### config.mk
export PLATFORM = sky130hd
export DESIGN_NAME = lsu_decode
export DESIGN_NICKNAME = d
export VERILOG_FILES = /design/src/verilog/lsu_pkg.sv /design/src/verilog/axi_pkg.sv /design/src/verilog/lsu_decode.sv
export VERILOG_INCLUDE_DIRS = /design/src /design/src/verilog
export SDC_FILE = /design/constraint.sdc
export NUM_CORES = 1
export LEC_CHECK = 0
export ABC_AREA = 1
export BUFFER_PORTS_ARGS = -buffer_cell sky130_fd_sc_hd__buf_2
export CAP_MARGIN = 0
export CORE_ASPECT_RATIO = 0.5
export CORE_UTILIZATION = 30
export DETAILED_ROUTE_END_ITERATION = 6
export PLACE_DENSITY = 0.56
export SYNTH_ARGS = -nofsm -noshare
export SYNTH_HDL_FRONTEND = slang
export SYNTH_SLANG_ARGS = --single-unit
export TNS_END_PERCENT = 5
### constraint.sdc
create_clock -name clk -period 7.2 [get_ports clk]
set_input_delay 0 -clock clk [delete_from_list [all_inputs] [get_ports clk]]
set_output_delay 0 -clock clk [all_outputs]
set_load 0.02 [all_outputs]
### src/verilog/mem_params.svh
`ifndef MEM_PARAMS_SVH
`define MEM_PARAMS_SVH

// byte address and data widths of the load/store path.
`define ADDR_W 32
`define DATA_W 32

// the SRAM holds this many 32-bit words; higher word indices get SLVERR.
`define SRAM_WORDS 256

// largest delay from an AR or W handshake to the matching response.
`define SRAM_MAX_LAT 5

// nonzero reset value of the latency LFSR.
`define LFSR_SEED 8'hA5

`endif
### src/verilog/lsu_pkg.sv
`default_nettype none

package lsu_pkg;

    typedef enum logic [2:0] {
        LB  = 3'd0,
        LH  = 3'd1,
        LW  = 3'd2,
        LBU = 3'd3,
        LHU = 3'd4,
        SB  = 3'd5,
        SH  = 3'd6,
        SW  = 3'd7
    } mem_op_e;

    // states of the AXI4-Lite master in the execute stage.
    typedef enum logic [2:0] {
        IDLE    = 3'd0,
        RD_ADDR = 3'd1,
        RD_DATA = 3'd2,
        WR_REQ  = 3'd3,
        WR_RESP = 3'd4,
        DONE    = 3'd5
    } exec_state_e;

endpackage

`default_nettype wire

### src/verilog/axi_pkg.sv
`default_nettype none

`include "mem_params.svh"

package axi_pkg;

    typedef logic [`ADDR_W-1:0] addr_t;
    typedef logic [`DATA_W-1:0] data_t;
    typedef logic [`DATA_W/8-1:0] strb_t;

    // only the two responses this slave can give are listed.
    typedef enum logic [1:0] {
        OKAY   = 2'b00,
        SLVERR = 2'b10
    } resp_e;

endpackage

`default_nettype wire

### src/verilog/lsu_decode.sv
`timescale 1ns/10ps
`default_nettype none

`include "mem_params.svh"

module lsu_decode (
    input  wire                    clk,
    input  wire                    rst,
    input  wire                    req_valid,
    input  wire lsu_pkg::mem_op_e  req_op,
    input  wire axi_pkg::addr_t    req_addr,
    input  wire axi_pkg::data_t    req_wdata,
    input  wire                    lsu_busy,
    output logic                   req_ready,
    output logic                   dec_valid,
    input  wire                    dec_ready,
    output lsu_pkg::mem_op_e       dec_op,
    output axi_pkg::addr_t         dec_addr,
    output axi_pkg::strb_t         dec_strb,
    output axi_pkg::data_t         dec_wdata,
    output logic [1:0]             dec_lane,
    output logic                   dec_misaligned
);

    axi_pkg::strb_t strb_d;
    axi_pkg::data_t wdata_d;
    logic           misaligned_d;

    // only one operation may be anywhere in the LSU at a time.
    assign req_ready = !dec_valid && !lsu_busy;

    always_comb begin
        strb_d = '0;
        wdata_d = req_wdata;
        misaligned_d = 1'b0;
        case (req_op)
            lsu_pkg::SB: begin
                strb_d = 4'b0001 << req_addr[1:0];
                wdata_d = {4{req_wdata[7:0]}};
            end
            lsu_pkg::SH: begin
                strb_d = 4'b0011 << req_addr[1:0];
                wdata_d = {2{req_wdata[15:0]}};
                misaligned_d = req_addr[0];
            end
            lsu_pkg::SW: begin
                strb_d = 4'b1111;
                misaligned_d = (req_addr[1:0] != 2'b00);
            end
            lsu_pkg::LH, lsu_pkg::LHU: misaligned_d = req_addr[0];
            lsu_pkg::LW: misaligned_d = (req_addr[1:0] != 2'b00);
            default: misaligned_d = 1'b0;
        endcase
    end

    always_ff @(posedge clk or posedge rst) begin
        if (rst) begin
            dec_valid <= 1'b0;
        end else if (req_valid && req_ready) begin
            dec_valid <= 1'b1;
        end else if (dec_ready) begin
            dec_valid <= 1'b0;
        end
    end

    always_ff @(posedge clk) begin
        if (req_valid && req_ready) begin
            dec_op <= req_op;
            dec_addr <= {req_addr[`ADDR_W-1:2], 2'b00};
            dec_strb <= strb_d;
            dec_wdata <= wdata_d;
            dec_lane <= req_addr[1:0];
            dec_misaligned <= misaligned_d;
        end
    end

    a_dec_hold : assert property (@(posedge clk) disable iff (rst)
        dec_valid && !dec_ready |=> dec_valid && $stable(dec_op) && $stable(dec_addr));

endmodule

`default_nettype wire

After elaboration in Yosys (flattened, before gate mapping) --
Cells that the tools add are included.
Word-level totals: register bits after elaboration 73, bits of input ports 72, output and inout port bits 76, logic and storage cells 28
Operators by class: equality and inequality tests 6, shift-type cells 2, muxes and demuxes 5, reductions and logical operators 8
Operators with widths (count):
- 32-bit one-hot mux with 2 select lines | 1
- 3-bit equality test, second input constant | 4
- 4-bit one-hot mux with 3 select lines | 1
- 2-bit nonzero test | 2
- 1-bit by 2-bit << shifter with 4-bit output, first input constant | 1
- 2-bit by 2-bit << shifter with 4-bit output, first input constant | 1
- 3-bit by 1-bit equality test with 1-bit output, second input constant | 1
- 3-bit by 2-bit equality test with 1-bit output, second input constant | 1
- 3-bit OR reduction | 1
- 1-bit logical AND | 2
- 1-bit logical NOT | 2
- 1-bit two-way mux | 2
- 1-bit one-hot mux with 2 select lines | 1
- 2-bit OR reduction | 1

Logic depth before layout (Yosys ltp) --
Gate-level depths: netlist of run 1.
depth after elaboration 4, gate-level depth with buffers 7, gate-level depth less buffers 6

Worst setup path after synthesis of run 1 --
No wires, ideal clock.
path type reg-to-reg, from register dec_valid, to register dec_addr[10] (enable), arrival time 2346 ps, data required time 6774 ps, slack 4428 ps, cell stages (with the launch flop) 4, period minus slack after synthesis 2772 ps, cell sequence dfrtp_1 > nor2_1 > nand2_1 > inv_1
On the way: longest elaborated chain between the ends 3
RTL lines:
- start, declared | line lsu_decode.sv:15 | output logic dec_valid,
- start signal, assigned | line lsu_decode.sv:58 | dec_valid <= 1'b0;
- start signal, assigned | line lsu_decode.sv:60 | dec_valid <= 1'b1;
- start signal, assigned | line lsu_decode.sv:62 | dec_valid <= 1'b0;
- 1-bit logical NOT | line lsu_decode.sv:30 | assign req_ready = !dec_valid && !lsu_busy;
- 1-bit logical AND | line lsu_decode.sv:30
- via req_ready | line lsu_decode.sv:14 | output logic req_ready,
- 1-bit logical AND | line lsu_decode.sv:67 | if (req_valid && req_ready) begin
- end signal, assigned | line lsu_decode.sv:69 | dec_addr <= {req_addr[`ADDR_W-1:2], 2'b00};
- end, declared | line lsu_decode.sv:18 | output axi_pkg::addr_t dec_addr,
The timed path passes the listed nets, and every way through them passes these cells. A chain may end at the register's enable or synchronous reset.

Final worst setup path of run 1 --
from register dec_valid, to register dec_strb[0] (enable)
On the way: longest elaborated chain between the ends 3
RTL lines:
- 1-bit logical NOT | line lsu_decode.sv:30
- 1-bit logical AND | line lsu_decode.sv:30
- 1-bit logical AND | line lsu_decode.sv:67
- end signal, assigned | line lsu_decode.sv:70 | dec_strb <= strb_d;
- end, declared | line lsu_decode.sv:19 | output axi_pkg::strb_t dec_strb,
No other way between the ends.

==> flow_summary.json, run 1 <==
{
  "status": "finished, final reports clean",
  "num_antenna_cells": 0,
  "max_freq_mhz": 516.1,
  "grt_max_degree": 60,
  "syn_avg_cell_area_um2": 13.72,
  "end_kind": "flop",
  "timing.clock.skew_ps": 3.527,
  "yosys.cell_types.count": 19,
  "worst_ep_required_time_ps": 7150,
  "timing.final.crit_period_ps": 1938,
  "post_drt_wl_per_cell_um": 13.15,
  "p_leak_uw": 0.002045,
  "die_h_um": 69.80,
  "multiInputGateArea_um2": 444.2,
  "fillers": 778,
  "grt.overflow.total": 0,
  "slew_viol_final": 0,
  "clk_pin_slew_ps": 50,
  "antenna_left": 0,
  "max-slew-margin-rel": 0.5118,
  "areaGrowthSynthToFinish_pct": 64.47,
  "drive_gt1_frac": 0.3794,
  "syn-instance-count": 201,
  "die_w_um": 137.6,
  "cts_buffers": 9,
  "final-seq-area_um2": 2187,
  "tritoncts": "done",
  "crit_type": "flop to flop",
  "ys_seq_area_frac": 0.7931,
  "remaining_drc_errors": 0,
  "root_buffer": "clkbuf_16",
  "gp_congestion": 0.7251,
  "portBuffers": 145,
  "io_pins": 148,
  "nets": 495,
  "grt_usage": 0.1564,
  "cts_resized": 0,
  "vias": 2249,
  "core_um2": 8798,
  "grt_pass1_wl_mm": 11.16,
  "grt_pass1_vias": 2287,
  "dpl.hpwl_mm": 4.874,
  "finalSetupViolations": 0,
  "ys_warn_count": 0,
  "first_iter_violations": 97,
  "drv_cap": 0,
  "drt_wl_total_mm": 7.155,
  "antenna_found_initial": 0,
  "cts-htree-levels": 3,
  "startpoint_type": "flop",
  "timing.final.hold_violations": 0,
  "ys_seq_elements": 73,
  "rsz0062_at_grt": "false",
  "critPathArrivalTime_ps": 1890,
  "whs_ps": 12.57,
  "crit_fanout": 59,
  "clk_latency_ps": 320,
  "max_slew.worst_pin.slew_ps": 732.3,
  "tns_ps": 0,
  "cts.path.max_buffers": 2,
  "p_per_area_nw_per_um2": 222.9,
  "ir_drop_v": 0.0001117,
  "netlist_area_um2": 2758,
  "finalCritPeriodShare": 0.2691,
  "dieArea_um2": 9603,
  "initial_core_util": 0.3134,
  "dr.pass1.iters": 4,
  "viasPerCell": 4.134,
  "hold_path_class": "input port to flop",
  "rows": 24,
  "cts.sinks": 73
}
synth_stat cells:
| library cell | count | share of area |
|---|---|---|
| nand2_1 | 74 | 0.10 |
| edfxtp_1 | 72 | 0.78 |
| inv_1 | 23 | 0.031 |
| o21ai_0 | 8 | 0.015 |
| nand3_1 | 4 | 0.0073 |
| buf_4 | 3 | 0.0082 |
| o21ai_1 | 3 | 0.0054 |
| nand3_4 | 2 | 0.013 |
| nor2_1 | 2 | 0.0027 |
| buf_6 | 1 | 0.0041 |
| conb_1 | 1 | 0.0014 |
| dfrtp_1 | 1 | 0.0091 |
| inv_2 | 1 | 0.0014 |
| inv_4 | 1 | 0.0023 |
| nand2_4 | 1 | 0.0041 |
| nand4_1 | 1 | 0.0023 |
| nor2_4 | 1 | 0.0041 |
| nor3_1 | 1 | 0.0018 |
| o21bai_1 | 1 | 0.0027 |
layout by cell type, fill, tap and decap left out:
cell,n
clkbuf_16,9
o21ai_1,3
nand2_4,1
o21ai_0,8
dlygate4sd3_1,68
nand4_1,1
nand3_1,4
nor3_1,1
dfrtp_1,1
buf_2,145
buf_4,1
nand3_4,2
inv_2,2
clkinv_1,1
inv_1,22
edfxtp_1,72
nor2_1,2
nand2_1,74
nor2_4,1
clkbuf_1,5
inv_4,1
conb_1,2
o21bai_1,1
cells by family (layout without fill, tap and decap cells):
kind of cell           after synthesis  in the layout  share of synthesized area
AOI/OAI and AO/OA                   12             12                    0.02269
DFF                                 73             73                     0.7931
and+or+nand+nor                     86             86                     0.1357
other                                1              2                   0.001360
buffers and inverters               29            254                    0.04719
stage by stage:
| step | instances | setup slack, ps | instance area (um2) | total power (uW) | util |
|---|---|---|---|---|---|
| after floorplan | 202 | 4428 | 2761 | 567.0 | - |
| after global placement | 461 | 5355 | 3607 | 611.9 | 0.4100 |
| after detailed placement | 461 | 5296 | 3607 | 615.4 | 0.4100 |
| after CTS | 544 | 5284 | 4536 | 1024 | 0.5155 |
| after global routing | 544 | 5083 | 4536 | 1055 | 0.5155 |
| final | 544 | 5262 | 4536 | 1011 | 0.5155 |
layer usage:
metal	vias up	part of all wire	track usage
li1	1122	-	-
met1	1053	0.38	0.1666
met2	63	0.56	0.2942
met3	11	0.035	0.03728
met4	0	0.018	0.06227
met5	-	0	0
worst max-delay path, cell delays in order, from the launching register on:
cell and delay, ps:
dfrtp_1 380, nor2_1 160, nand2_1 110, inv_2 230, buf_4 650
state kept, by name, indices dropped and copies added (netlist names):
signal	flops
dec_wdata	32
dec_addr	30
dec_strb	4
dec_op	3
dec_lane	2
dec_misaligned	1
dec_valid	1
layout make-up:
type	count	share of cell area
inverters	25	0.02124
flip-flops and latches	73	0.4822
well taps	117	0.03228
repair buffers	214	0.3117
clock inverters	1	0.0008276
clock buffers	14	0.05379
multi-input cells	100	0.09793
power breakdown:
group	switching [uW]	internal, uW	leakage (uW)
Clock	145	230	0.000118
Sequential	5.03	495	0.000681
Combinational	76.0	59.9	0.00125
repair_timing:
item                                   CTS  global route
hold buffers                            68             0
buffers inserted                         0             0
endpoints found under the hold margin   67             0
worst paths after layout:
kind | start | slack [ps] | end | cells after the start
setup / recovery | dec_valid | 5260 | dec_strb[0] | 4
hold / removal | req_op[2] | 10 | dec_op[2] | 1
setup reg to reg | dec_valid | 5260 | dec_strb[0] | 4
hold reg to reg | dec_valid | 840 | dec_addr[2] | 3
max in group asynchronous | rst | 7050 | dec_valid | 3
min in group asynchronous | rst | 70 | dec_valid | 3
Power figures use the tool's default switching activity.
==> run 2, diff against run 1 <==
Clock period 7.2 ns to 1.9 ns, I/O delays scaled along.
==> flow_summary.json, run 2 (synthesis gave the netlist of run 1 again) <==
{
  "place_ws_ps": 525.0,
  "switching_power_uw": 897.0,
  "die_h_um": 69.80,
  "grt.overflow.total": 0,
  "dieArea_um2": 9603,
  "startpoint_type": "input port",
  "dpl.hpwl_mm": 4.956,
  "end_kind": "flop",
  "remaining_drc_errors": 0,
  "final-seq-area_um2": 2188,
  "timing.clock.skew_ps": 4.311,
  "io_pins": 148,
  "p_leak_uw": 0.002064,
  "worst_ep_required_time_ps": 1980,
  "grt_max_degree": 28,
  "dr.pass1.iters": 4,
  "clk_latency_ps": 320,
  "rsz0062_at_grt": "false",
  "root_buffer": "clkbuf_16",
  "viasPerCell": 4.139,
  "gp_congestion": 0.7001,
  "timing.rr.end": "dec_addr[12]",
  "worstReg2RegStart": "dec_valid",
  "worstHoldPathCells": 1,
  "combPwrFrac": 0.137,
  "grt_pass1_wl_mm": 11.28,
  "fillers": 760,
  "antenna_found_initial": 0,
  "vias": 2264,
  "drive_gt1_frac": 0.3953,
  "whs_ps": 17.08,
  "tritoncts": "done",
  "final_common_cell": "buf_2",
  "die_w_um": 137.6,
  "crit_type": "input port to flop",
  "portBuffers": 145,
  "r2r_cells": 4,
  "largest_reg_flops": 32,
  "critPathArrivalTime_ps": 1480,
  "ir_drop_v": 0.0004353,
  "areaGrowthSynthToFinish_pct": 67.06,
  "cts.path.max_buffers": 2,
  "multiInputGateArea_um2": 454.2,
  "timing.final.crit_period_ps": 1410,
  "internal_power_uw": 2979,
  "grt_usage": 0.1577,
  "post_drt_wl_per_cell_um": 13.08,
  "clkPwrFrac": 0.374,
  "core_um2": 8798,
  "power_frac_seq": 0.488,
  "hold_path_class": "input port to flop",
  "p_per_area_nw_per_um2": 841.4,
  "cts_buffers": 9,
  "hold_path.startpoint": "req_op[2]",
  "cts-htree-levels": 3,
  "timing.final.hold_violations": 0,
  "largest_registers": "dec_wdata (32), dec_addr (30), dec_strb (4)",
  "drt_wl_total_mm": 7.157,
  "finalCritPeriodShare": 0.7419,
  "antenna_left": 0,
  "largest_register": "dec_wdata",
  "hold_end": "dec_op[2]",
  "max_freq_mhz": 709.4,
  "rrSetupSlack_ps": 520,
  "final_cell_mix": "buf_2, nand2_1, edfxtp_1",
  "nets": 498,
  "clk_pin_slew_ps": 50,
  "grt_pass1_vias": 2369,
  "slew_viol_final": 0,
  "initial_core_util": 0.3134,
  "layout_setup_ws_ps": 490.4,
  "swShare": 0.2314,
  "finalSetupViolations": 0,
  "cts.sinks": 73,
  "drv_cap": 0,
  "first_iter_violations": 77,
  "num_antenna_cells": 0,
  "rows": 24,
  "crit_fanout": 17,
  "status": "finished, final reports clean"
}
==> run 2: cell count changes in the layout (fill, tap and decap cells not counted), sizes merged <==
cell         previous run  this run
clkinvlp                0         2
buf                   146       148
dlygate4sd3            68        69
clkbuf                 14        11
clkinv                  1         3
inv                    25        24
==> run 2: metrics by stage <==
step                      setup TNS, ps  cell area, um2  utilization  std cells  total power [uW]
after detailed placement              0            3662       0.4162        463              2347
after CTS                             0            4607       0.5236        547              3923
after floorplan                   -8304            2776            -        202              2152
after global placement                0            3662       0.4162        463              2334
final                                 0            4607       0.5236        547              3876
after global routing                  0            4607       0.5236        547              4038
==> run 2: per-layer routing <==
layer | up-vias | GRT usage | share of wire
met5 | - | 0 | 0
met4 | 0 | 0.05495 | 0.010
met3 | 7 | 0.04459 | 0.043
met2 | 59 | 0.3037 | 0.56
met1 | 1073 | 0.1605 | 0.38
li1 | 1125 | - | -
==> run 2: layout make-up <==
type                    instances  area share
flip-flops and latches         73      0.4750
clock inverters                 4    0.004617
inverters                      25     0.02173
well taps                     117     0.03178
multi-input cells             100     0.09859
repair buffers                217      0.3178
clock buffers                  11     0.05052
==> run 2: worst max-delay path, cell delays in order <==
cell and delay (ps):
dlygate4sd3_1 550, buf_2 190, inv_2 110, nand3_4 160, nand2_4 200, inv_4 130, nand2_1 80, nand2_1 70
==> run 2: worst max-delay path by stage <==
stage               endpoint      start  cells after the start  slack, ps
2_1_floorplan   dec_addr[10]  dec_valid                      3       -120
3_3_place_gp    dec_addr[14]  dec_valid                      4        530
3_5_place_dp    dec_addr[12]  dec_valid                      4        520
4_1_cts         dec_addr[12]  dec_valid                      4        510
5_1_grt        dec_wdata[31]  req_op[1]                      8        420
6_report       dec_wdata[27]  req_op[1]                      8        490
==> run 2: repair_timing <==
item / in CTS / in global routing
endpoints found under the hold margin: 68 / 0
buffers inserted: 0 / 0
gates resized for setup: 0 / 0
hold buffers: 69 / 0
endpoints found under the setup margin: 0 / 0
==> run 2: power groups by stage <==
stage                     Clock (uW)  Combinational [uW]  Sequential [uW]
after floorplan                    0                 125             2030
after global placement             0                 411             1920
after detailed placement           0                 422             1930
after CTS                       1490                 536             1890
after global routing            1560                 579             1900
final                           1450                 533             1890
