$ cat src/verilog/mem_params.svh
`ifndef MEM_PARAMS_SVH
`define MEM_PARAMS_SVH

// byte address and data widths of the load/store path.
`define ADDR_W 32
`define DATA_W 32

// the SRAM holds this many 32-bit words; higher word indices get SLVERR.
`define SRAM_WORDS 256

// largest delay from an AR or W handshake to the matching response.
`define SRAM_MAX_LAT 5

// nonzero reset value of the latency LFSR.
`define LFSR_SEED 8'hA5

`endif
$ cat src/verilog/lsu_pkg.sv
`default_nettype none

package lsu_pkg;

    typedef enum logic [2:0] {
        LB  = 3'd0,
        LH  = 3'd1,
        LW  = 3'd2,
        LBU = 3'd3,
        LHU = 3'd4,
        SB  = 3'd5,
        SH  = 3'd6,
        SW  = 3'd7
    } mem_op_e;

    // states of the AXI4-Lite master in the execute stage.
    typedef enum logic [2:0] {
        IDLE    = 3'd0,
        RD_ADDR = 3'd1,
        RD_DATA = 3'd2,
        WR_REQ  = 3'd3,
        WR_RESP = 3'd4,
        DONE    = 3'd5
    } exec_state_e;

endpackage

`default_nettype wire

$ cat src/verilog/axi_pkg.sv
`default_nettype none

`include "mem_params.svh"

package axi_pkg;

    typedef logic [`ADDR_W-1:0] addr_t;
    typedef logic [`DATA_W-1:0] data_t;
    typedef logic [`DATA_W/8-1:0] strb_t;

    // only the two responses this slave can give are listed.
    typedef enum logic [1:0] {
        OKAY   = 2'b00,
        SLVERR = 2'b10
    } resp_e;

endpackage

`default_nettype wire

$ cat src/verilog/lsu_bus_master.sv
`timescale 1ns/10ps
`default_nettype none

module lsu_bus_master (
    input  wire                    clk,
    input  wire                    rst,
    input  wire                    dec_valid,
    output logic                   dec_ready,
    input  wire lsu_pkg::mem_op_e  dec_op,
    input  wire axi_pkg::addr_t    dec_addr,
    input  wire axi_pkg::strb_t    dec_strb,
    input  wire axi_pkg::data_t    dec_wdata,
    input  wire [1:0]              dec_lane,
    input  wire                    dec_misaligned,
    output logic                   ex_valid,
    input  wire                    ex_ready,
    output lsu_pkg::mem_op_e       ex_op,
    output logic [1:0]             ex_lane,
    output axi_pkg::data_t         ex_rdata,
    output logic                   ex_err,
    output logic                   busy,
    output axi_pkg::addr_t         araddr,
    output logic                   arvalid,
    input  wire                    arready,
    input  wire axi_pkg::data_t    rdata,
    input  wire axi_pkg::resp_e    rresp,
    input  wire                    rvalid,
    output logic                   rready,
    output axi_pkg::addr_t         awaddr,
    output logic                   awvalid,
    input  wire                    awready,
    output axi_pkg::data_t         wdata,
    output axi_pkg::strb_t         wstrb,
    output logic                   wvalid,
    input  wire                    wready,
    input  wire axi_pkg::resp_e    bresp,
    input  wire                    bvalid,
    output logic                   bready
);

    lsu_pkg::exec_state_e state;
    logic                 aw_done;
    logic                 w_done;

    // valids and readies come straight from the state, so they hold until their handshake.
    assign dec_ready = (state == lsu_pkg::IDLE);
    assign busy = (state != lsu_pkg::IDLE);
    assign ex_valid = (state == lsu_pkg::DONE);
    assign arvalid = (state == lsu_pkg::RD_ADDR);
    assign rready = (state == lsu_pkg::RD_DATA);
    assign awvalid = (state == lsu_pkg::WR_REQ) && !aw_done;
    assign wvalid = (state == lsu_pkg::WR_REQ) && !w_done;
    assign bready = (state == lsu_pkg::WR_RESP);
    assign awaddr = araddr;

    always_ff @(posedge clk or posedge rst) begin
        if (rst) begin
            state <= lsu_pkg::IDLE;
            aw_done <= 1'b0;
            w_done <= 1'b0;
        end else begin
            case (state)
                lsu_pkg::IDLE: begin
                    if (dec_valid && dec_misaligned) begin
                        state <= lsu_pkg::DONE;
                    end else if (dec_valid && dec_op inside {lsu_pkg::SB, lsu_pkg::SH,
                                                           lsu_pkg::SW}) begin
                        state <= lsu_pkg::WR_REQ;
                    end else if (dec_valid) begin
                        state <= lsu_pkg::RD_ADDR;
                    end
                end
                lsu_pkg::RD_ADDR: if (arready) state <= lsu_pkg::RD_DATA;
                lsu_pkg::RD_DATA: if (rvalid) state <= lsu_pkg::DONE;
                lsu_pkg::WR_REQ: begin
                    if (awready) aw_done <= 1'b1;
                    if (wready) w_done <= 1'b1;
                    // the two channels may finish on different edges.
                    if ((aw_done || awready) && (w_done || wready)) begin
                        aw_done <= 1'b0;
                        w_done <= 1'b0;
                        state <= lsu_pkg::WR_RESP;
                    end
                end
                lsu_pkg::WR_RESP: if (bvalid) state <= lsu_pkg::DONE;
                lsu_pkg::DONE: if (ex_ready) state <= lsu_pkg::IDLE;
                default: state <= lsu_pkg::IDLE;
            endcase
        end
    end

    always_ff @(posedge clk) begin
        if (dec_valid && dec_ready) begin
            ex_op <= dec_op;
            ex_lane <= dec_lane;
            araddr <= dec_addr;
            wdata <= dec_wdata;
            wstrb <= dec_strb;
            ex_rdata <= '0;
            ex_err <= dec_misaligned;
        end else if (rvalid && rready) begin
            ex_rdata <= rdata;
            ex_err <= (rresp != axi_pkg::OKAY);
        end else if (bvalid && bready) begin
            ex_err <= (bresp != axi_pkg::OKAY);
        end
    end

    a_ar_hold : assert property (@(posedge clk) disable iff (rst)
        arvalid && !arready |=> arvalid && $stable(araddr));

    // the slave's readies and valids show which channel has a transaction in flight.
    a_one_outstanding : assert property (@(posedge clk) disable iff (rst)
        !((!arready || rvalid) && (!awready || !wready || bvalid)));

endmodule

`default_nettype wire

$ cat config.mk
export PLATFORM = sky130hd
export DESIGN_NAME = lsu_bus_master
export DESIGN_NICKNAME = d
export VERILOG_FILES = /design/src/verilog/lsu_pkg.sv /design/src/verilog/axi_pkg.sv /design/src/verilog/lsu_bus_master.sv
export VERILOG_INCLUDE_DIRS = /design/src /design/src/verilog
export SDC_FILE = /design/constraint.sdc
export NUM_CORES = 1
export LEC_CHECK = 0
export BUFFER_PORTS_ARGS = -buffer_cell sky130_fd_sc_hd__clkbuf_2
export CORE_AREA = 2 2 104 106
export CTS_CLUSTER_DIAMETER = 80
export DETAILED_ROUTE_END_ITERATION = 16
export DIE_AREA = 0 0 106 108
export PLACE_DENSITY_LB_ADDON = 0.12
export SKIP_LAST_GASP = 1
export SLEW_MARGIN = 20
export SYNTH_ARGS = -nofsm -noshare
export SYNTH_HDL_FRONTEND = slang
export SYNTH_SLANG_ARGS = --single-unit
export TNS_END_PERCENT = 30
$ cat constraint.sdc
create_clock -name clk -period 2.8 [get_ports clk]
set_clock_uncertainty 0.05 [all_clocks]
set_input_delay 0.42 -clock clk [delete_from_list [all_inputs] [get_ports clk]]
set_output_delay 0.42 -clock clk [all_outputs]
set_load 0.05 [all_outputs]
# Yosys cells after proc, flatten, opt, wreduce, memory -nomap -nowiden
# Cells that the tools add are included.
[totals] ff_bits=111 output_inout_bits=146 wordCells=63
[op_classes] eq_ne=14 muxes=16 n_reduce_logical=23
[op_table] operator="3-bit 2-to-1 mux" n=8
[op_table] operator="3-bit case mux with 6 select lines" n=1
[op_table] operator="3-bit equality test (second input constant)" n=5
[op_table] operator="3-bit nonzero test" n=3
[op_table] operator="1-bit logical AND" n=8
[op_table] operator="2-bit nonzero test" n=4
[op_table] operator="1-bit 2-to-1 mux" n=7
[op_table] operator="3-bit by 2-bit equality test with 1-bit output (second input constant)" n=2
[op_table] operator="2-bit by 1-bit != test with 1-bit output (second input constant)" n=3
[op_table] operator="6-bit AND reduction" n=1
[op_table] operator="2-bit != test (second input constant)" n=2
[op_table] operator="4-bit by 2-bit != test with 1-bit output (second input constant)" n=1
[op_table] operator="2-bit AND reduction" n=2
[op_table] operator="3-bit by 1-bit equality test with 1-bit output (second input constant)" n=1
[op_table] operator="3-bit zero test" n=1
[op_table] operator="1-bit zero test" n=2
[op_table] operator="1-bit logical OR" n=2

# Logic depth before layout (Yosys ltp)
# Gate-level depths: netlist of run 1.
[logic_depth] word_depth=6 ltp_mapped=8 mapped_depth_nobuf=6

# Worst setup path after synthesis of run 1
# Ideal clock, no wire load.
[synth_path] path_type="reg-to-reg" from="reg state[2]" to="reg araddr[0], enable pin" setup_time_ps=381 arrival_ps=2283 t_required_ps=2369 slack_ps=86 path_stages_with_launch=8 period_less_slack_ps=2714 path_cell_list="dfrtp_1 > buf_4 > nor2_1 > nand2_1 > inv_2 > and2_1 > buf_4 > buf_4"
[synth_between] elab_chain_cells=2
[synth_lines] item="start, declared" line="lsu_bus_master.sv:41" text="lsu_pkg::exec_state_e state;"
[synth_lines] item="start signal, assigned" line="lsu_bus_master.sv:58" text="state <= lsu_pkg::IDLE;"
[synth_lines] item="start signal, assigned" line="lsu_bus_master.sv:65" text="state <= lsu_pkg::DONE;"
[synth_lines] item="start signal, assigned" line="lsu_bus_master.sv:68" text="state <= lsu_pkg::WR_REQ;"
[synth_lines] item="3-bit zero test" line="lsu_bus_master.sv:46" text="assign dec_ready = (state == lsu_pkg::IDLE);"
[synth_lines] item="net dec_ready" line="lsu_bus_master.sv:8" text="output logic dec_ready,"
[synth_lines] item="1-bit logical AND" line="lsu_bus_master.sv:93" text="if (dec_valid && dec_ready) begin"
[synth_lines] item="end signal, assigned" line="lsu_bus_master.sv:96" text="araddr <= dec_addr;"
[synth_lines] item="end, declared" line="lsu_bus_master.sv:22" text="output axi_pkg::addr_t araddr,"
# The timed path passes the listed nets, and every way through them passes these cells.
# A chain may end at the register's enable or synchronous reset.

# Worst setup path after layout of run 1
[layout_path] from="reg state[0]" to="out wvalid"
[layout_between] elab_chain_cells=2
[layout_lines] item="3-bit by 2-bit equality test with 1-bit output" line="lsu_bus_master.sv:52" text="assign wvalid = (state == lsu_pkg::WR_REQ) && !w_done;"
[layout_lines] item="1-bit logical AND" line="lsu_bus_master.sv:52"
[layout_lines] item="end, declared" line="lsu_bus_master.sv:34" text="output logic wvalid,"
# Every way passes these cells.

==> results of run 1 <==
## path summary, 6_finish.rpt
kind                            slack [ns]  cells past startpoint         start      endpoint
worst max register to register        0.75                      5      state[2]     wdata[16]
worst max-delay path                  0.50                      4      state[0]        wvalid
worst min register to register        0.41                      2  ex_rdata[19]  ex_rdata[19]
worst min-delay path                  0.18                      1  dec_addr[22]    araddr[22]
min in group asynchronous             0.43                      3           rst       aw_done
max in group asynchronous             2.09                      3           rst      state[0]
## flip-flops by register name, summed over array words and instances, names as in the netlist
name	count
aw_done	1
ex_err	1
ex_rdata	32
ex_op	3
w_done	1
ex_lane	2
wstrb	4
wdata	32
state	3
araddr	32
## worst max-delay path, cell delays in order (launching register included)
cell,delay (ns)
sky130_fd_sc_hd__dfrtp_1,0.52
sky130_fd_sc_hd__inv_1,0.16
sky130_fd_sc_hd__or3_1,0.41
sky130_fd_sc_hd__nor2_1,0.10
sky130_fd_sc_hd__clkbuf_2,0.28
## repair_timing
| action | CTS | global route |
|---|---|---|
| hold buffers | 1 | 0 |
| setup buffers | 0 | 0 |
| hold endpoints to repair | 5 | 0 |
## where the power goes
part / internal (mW) / switching (mW) / total [mW]
logic: 0.603 / 2.25 / 2.86
registers: 2.21 / 0.214 / 2.43
clock network: 0.508 / 0.531 / 1.04
## stage by stage
stage	area, um^2	util, %
finish	5455	53.32
global route	5455	53.32
CTS	5455	53.32
global placement	5229	51.11
floorplan	3994	-
detailed placement	5229	51.11
## kinds of logic (layout without fill, tap and decap cells)
| family | Yosys count | in the layout | share of synthesized area, % |
|---|---|---|---|
| AND/OR/NAND/NOR | 91 | 91 | 9.994 |
| AO/OA/AOI/OAI | 43 | 43 | 5.764 |
| buffers and inverters | 50 | 288 | 8.552 |
| flip-flops | 111 | 111 | 74.81 |
| multiplexers | 3 | 3 | 0.8771 |
## per-layer routing
layer	vias up	track usage, %	wire length (um)
met5	-	0	0
met4	0	6.203	219
met3	18	4.521	766
met2	157	29.54	5015
met1	1380	19.07	3701
li1	1463	-	-
## layout make-up
cell class                 instances  share of cell area (%)
inverter                           4                  0.2752
clock inverter                     6                   1.697
timing repair buffer             269                   25.64
sequential                       111                   54.77
clock buffer                       9                   2.271
multi-input combinational        137                   12.22
tap                              136                   3.119
## cells in the final DEF, fill, tap and decap left out, drive strengths merged, types with 2 or more instances in the layout
cell / netlist / routed
o21ai: 2 / 2
clkbuf: 3 / 273
inv: 4 / 6
dfrtp: 5 / 5
a21oi: 36 / 36
nand2: 68 / 68
bufinv: 0 / 2
edfxtp: 74 / 74
nor3: 3 / 3
dfxtp: 32 / 32
and2: 2 / 2
o31ai: 2 / 2
and3b: 2 / 2
buf: 43 / 4
nor2: 7 / 7
nor3b: 3 / 3
mux2i: 2 / 2
==> flow_metrics.env, run 1 <==
export IMPL_synth_edff_count=74
export IMPL_yosys_area_top_type="sky130_fd_sc_hd__edfxtp_1"
export IMPL_grt_pass1_wl_mm=14.43
export IMPL_worst_pin_slew_ns=0.5796
export IMPL_grt_start_max_net_pins=44
export IMPL_hold_viol=0
export IMPL_start_kind="register"
export IMPL_place_port_buffers=264
export IMPL_timing_critical_path_arrival_ns=1.83
export IMPL_synth_top_cells_by_area="sky130_fd_sc_hd__edfxtp_1 (56%), sky130_fd_sc_hd__dfxtp_1 (16%), sky130_fd_sc_hd__buf_4 (7.5%)"
export IMPL_fmax_mhz=435.0
export IMPL_antenna_violations_before_repair=0
export IMPL_fp_coreArea_mm2=0.01023
export IMPL_timing_slew_headroom_pct=61.36
export IMPL_htreeDepth=3
export IMPL_finalWorstPathRequiredPeriod_ns=2.299
export IMPL_critical_path_required_ns=2.33
export IMPL_worst_skew_pair_late_latency_ns=0.35
export IMPL_worstSetupEndpointType="output port"
export IMPL_via_per_inst=4.491
export IMPL_cp_max_fo=9
export IMPL_finalNonFillerCells=672
export IMPL_final_setup_viol_count=0
export IMPL_cts_root_buffer="sky130_fd_sc_hd__clkbuf_8"
export IMPL_synth_yosys_seq_area_share_pct=74.81
export IMPL_post_synth_inst_count=298
export IMPL_grt_overflow_total=0
export IMPL_slew_viol_final=0
export IMPL_fillers=924
export IMPL_synth_seq_cells=111
export IMPL_run_status="finished, final reports clean"
export IMPL_grt_util_all_layers_pct=16.54
export IMPL_worst_hold_path_type="input port to register"
export IMPL_synthDominantCellAreaShare_pct=55.64
export IMPL_design_power_total_mw=6.321
export IMPL_antennaDiodeCount=0
export IMPL_postRouteAntennaNets=0
export IMPL_post_dp_hpwl_mm=7.553
export IMPL_cts_repair_resize_count=0
export IMPL_die_h_um=108
export IMPL_initial_utilization_pct=39.04
export IMPL_netlist_top_cells_count="sky130_fd_sc_hd__edfxtp_1 (74), sky130_fd_sc_hd__nand2_1 (68), sky130_fd_sc_hd__buf_4 (40)"
export IMPL_first_global_vias=2854
export IMPL_clock_sinks=111
export IMPL_synthesis_area_per_instance_um2=13.40
export IMPL_asyncSetResetFlopFracSynth_pct=4.505
export IMPL_syn_nets=417
export IMPL_nets=651
export IMPL_post_synth_num_cell_types=30
export IMPL_clock_tree_from_tritoncts="done"
export IMPL_maxCapViolCount=0
export IMPL_grt_setup_unrepaired="false"
export IMPL_routedWlPerCell_um=14.44
export IMPL_ys_warnings_count=0
export IMPL_area_delta_synth_final_pct=36.59
export IMPL_multi_input_comb_area_um2=666.9
export IMPL_seq_area_mm2=0.002988
export IMPL_route_final_wire_length_mm=9.702
export IMPL_timing_setup_critical_path_class="register to output port"
export IMPL_power_per_cell_area_mw_per_mm2=1159
export IMPL_first_iter_violations=105
export IMPL_cts_buffers=9
export IMPL_drive_gt1_share_pct=53.92
export IMPL_clk_pin_slew_worst_paths_ns=0.11
export IMPL_timing_final_ws_setup_ns=0.5009
export IMPL_boundaryPins=265
export IMPL_clockBufferDepth=2
export IMPL_die_area_mm2=0.01145
export IMPL_fp_row_count=37
export IMPL_synth_most_common_cell="sky130_fd_sc_hd__edfxtp_1"
export IMPL_gpl_final_weighted_congestion=0.8427
export IMPL_power_static_leakage_nw=2.498
export IMPL_dr_pass1_iters=6
export IMPL_num_vias=3018
export IMPL_worst_case_hold_slack_ns=0.1806
export IMPL_dieWidth_um=106
export IMPL_dpl_worst_slack_ns=0.7903
export IMPL_dominantRegCellSynth="sky130_fd_sc_hd__edfxtp_1"
export IMPL_vdd_ir_drop_max_uv=563.5
export IMPL_detail_route_drc_violations=0
export IMPL_post_route_period_util_pct=82.11
export IMPL_setup_total_negative_slack_ns=0
export IMPL_dp_cells=656
export IMPL_syn_std_cell_area_mm2=0.003994
Power figures use the tool's default switching activity.
==> run 2, diff against run 1 <==
Clock period 2.8 ns to 2.35 ns, I/O delays scaled along.
==> run 2 against run 1 <==
Compared with the run above:
- cell count rose by 0.89%
- total power up 18%
- global-route usage grew 0.46 points
- worst setup slack worse by 0.41 ns
- clock-buffer cell count grew 2
==> flow_metrics.env, run 2 (synthesis gave the netlist of run 1 again) <==
export IMPL_rr_endpoint="wdata[26]"
export IMPL_drive_gt1_share_pct=54.24
export IMPL_reg_largest_list="araddr (32), ex_rdata (32), wdata (32)"
export IMPL_path_cells="inv_1, or3_1, nor2_1, clkbuf_2"
export IMPL_grt_setup_unrepaired="false"
export IMPL_final_cell_mix="sky130_fd_sc_hd__clkbuf_2 (264), sky130_fd_sc_hd__edfxtp_1 (74), sky130_fd_sc_hd__nand2_1 (67), sky130_fd_sc_hd__a21oi_1 (36), sky130_fd_sc_hd__dfxtp_1 (32)"
export IMPL_clock_tree_from_tritoncts="done"
export IMPL_vdd_ir_drop_max_uv=609.0
export IMPL_slew_viol_final=0
export IMPL_clk_pin_slew_worst_paths_ns=0.10
export IMPL_finalWorstPathRequiredPeriod_ns=2.254
export IMPL_hold_viol=0
export IMPL_route_final_wire_length_mm=9.835
export IMPL_initial_utilization_pct=39.04
export IMPL_layout_cells_most_common="sky130_fd_sc_hd__clkbuf_2"
export IMPL_worstSetupEndpointType="output port"
export IMPL_fp_coreArea_mm2=0.01023
export IMPL_cp_slowest_cell="sky130_fd_sc_hd__dfrtp_1"
export IMPL_reg2reg_depth=5
export IMPL_via_per_inst=4.425
export IMPL_antenna_violations_before_repair=0
export IMPL_antennaDiodeCount=0
export IMPL_fp_row_count=37
export IMPL_grt_overflow_total=0
export IMPL_worst_skew_pair_late_latency_ns=0.36
export IMPL_cts_repair_timing_setup_buffer_count=0
export IMPL_grt_start_max_net_pins=23
export IMPL_postRouteAntennaNets=0
export IMPL_r2r_slack_ns=0.49
export IMPL_routedWlPerCell_um=14.51
export IMPL_dr_pass1_iters=4
export IMPL_gpl_final_weighted_congestion=0.8223
export IMPL_htreeDepth=3
export IMPL_boundaryPins=265
export IMPL_timing_final_ws_setup_ns=0.09586
export IMPL_die_area_mm2=0.01145
export IMPL_first_global_vias=2876
export IMPL_clockBufferDepth=2
export IMPL_die_h_um=108
export IMPL_dieWidth_um=106
export IMPL_cts_repair_resize_count=0
export IMPL_area_delta_synth_final_pct=36.87
export IMPL_dpl_worst_slack_ns=0.4886
export IMPL_place_port_buffers=264
export IMPL_first_iter_violations=139
export IMPL_min_path_cells=1
export IMPL_setup_total_negative_slack_ns=0
export IMPL_clock_sinks=111
export IMPL_post_dp_hpwl_mm=7.843
export IMPL_timing_critical_path_arrival_ns=1.85
export IMPL_timing_slew_headroom_pct=69.73
export IMPL_timing_setup_critical_path_class="register to output port"
export IMPL_maxCapViolCount=0
export IMPL_grt_pass1_wl_mm=14.63
export IMPL_nets=656
export IMPL_worst_pin_slew_ns=0.4529
export IMPL_worst_hold_path_type="input port to register"
export IMPL_r2r_start="state[2]"
export IMPL_post_route_period_util_pct=95.92
export IMPL_num_vias=3000
export IMPL_worst_min_delay_path_endpoint="wdata[23]"
export IMPL_utilization_pct=53.43
export IMPL_cp_max_fo=9
export IMPL_critPathLaunch="state[0]"
export IMPL_cts_root_buffer="sky130_fd_sc_hd__clkbuf_8"
export IMPL_grt_util_all_layers_pct=17.00
export IMPL_cts_hold_buffers_added=1
export IMPL_critical_path_required_ns=1.95
export IMPL_final_setup_viol_count=0
export IMPL_slowest_delay_ns=0.52
export IMPL_run_status="finished, final reports clean"
export IMPL_worstHoldStart="dec_wdata[23]"
export IMPL_fmax_mhz=443.6
export IMPL_cts_buffers=9
export IMPL_detail_route_drc_violations=0
export IMPL_power_static_leakage_nw=2.511
export IMPL_power_per_cell_area_mw_per_mm2=1363
export IMPL_start_kind="register"
run 2: cell count changes in the layout (fill, tap and decap cells not counted), sizes merged:
cell,change
clkbuf,+2
clkinv,+1
bufinv,-1
inv,-1
buf,+5
run 2: worst max path at each step:
stage,to,slack (ns),cells past startpoint
3_3_place_gp,wdata[14],0.54,5
6_report,awvalid,0.1,4
4_1_cts,wvalid,0.08,4
2_1_floorplan,araddr[0],0.03,7
5_1_grt,awvalid,0.006,4
3_5_place_dp,araddr[29],0.49,5
run 2: cell type report:
cell class / count / area, um^2
inverters: 4 / 15.01
repair buffers: 274 / 1436
well taps: 136 / 170.2
clock buffers: 11 / 131.4
fillers: 949 / 4765
clock inverters: 5 / 56.30
flip-flops and latches: 111 / 2988
multi-input cells: 137 / 669.4
run 2: worst max-delay path: cells and delay by family, from the launching register on:
kind,cells,cell delay (ns)
buffers and inverters,2,0.45
flip-flops,1,0.52
AND/OR/NAND/NOR,2,0.52
run 2: power by group:
part | internal (mW) | total (mW) | switching [mW] | leakage [nW]
Sequential | 2.63 | 2.89 | 0.253 | 1.00
Clock | 0.495 | 1.10 | 0.609 | 0.0937
Combinational | 0.753 | 3.46 | 2.70 | 1.41
run 2: metrics by stage:
step,instances,power (mW),hold WS (ns),cell area [um^2]
CTS,678,7.538,0.07535,5466
global route,678,7.818,0.07635,5466
detailed placement,661,6.421,0.1904,5269
global placement,661,6.379,0.1887,5269
finish,678,7.448,0.1043,5466
floorplan,298,5.672,0.08102,4004
run 2: per-layer routing:
metal / part of all wire [%] / vias up / global-route usage, %
met1: 38 / 1367 / 19.06
li1: - / 1472 / -
met5: 0 / - / 0
met4: 2.5 / 0 / 8.553
met3: 7.7 / 17 / 4.581
met2: 52 / 144 / 29.95
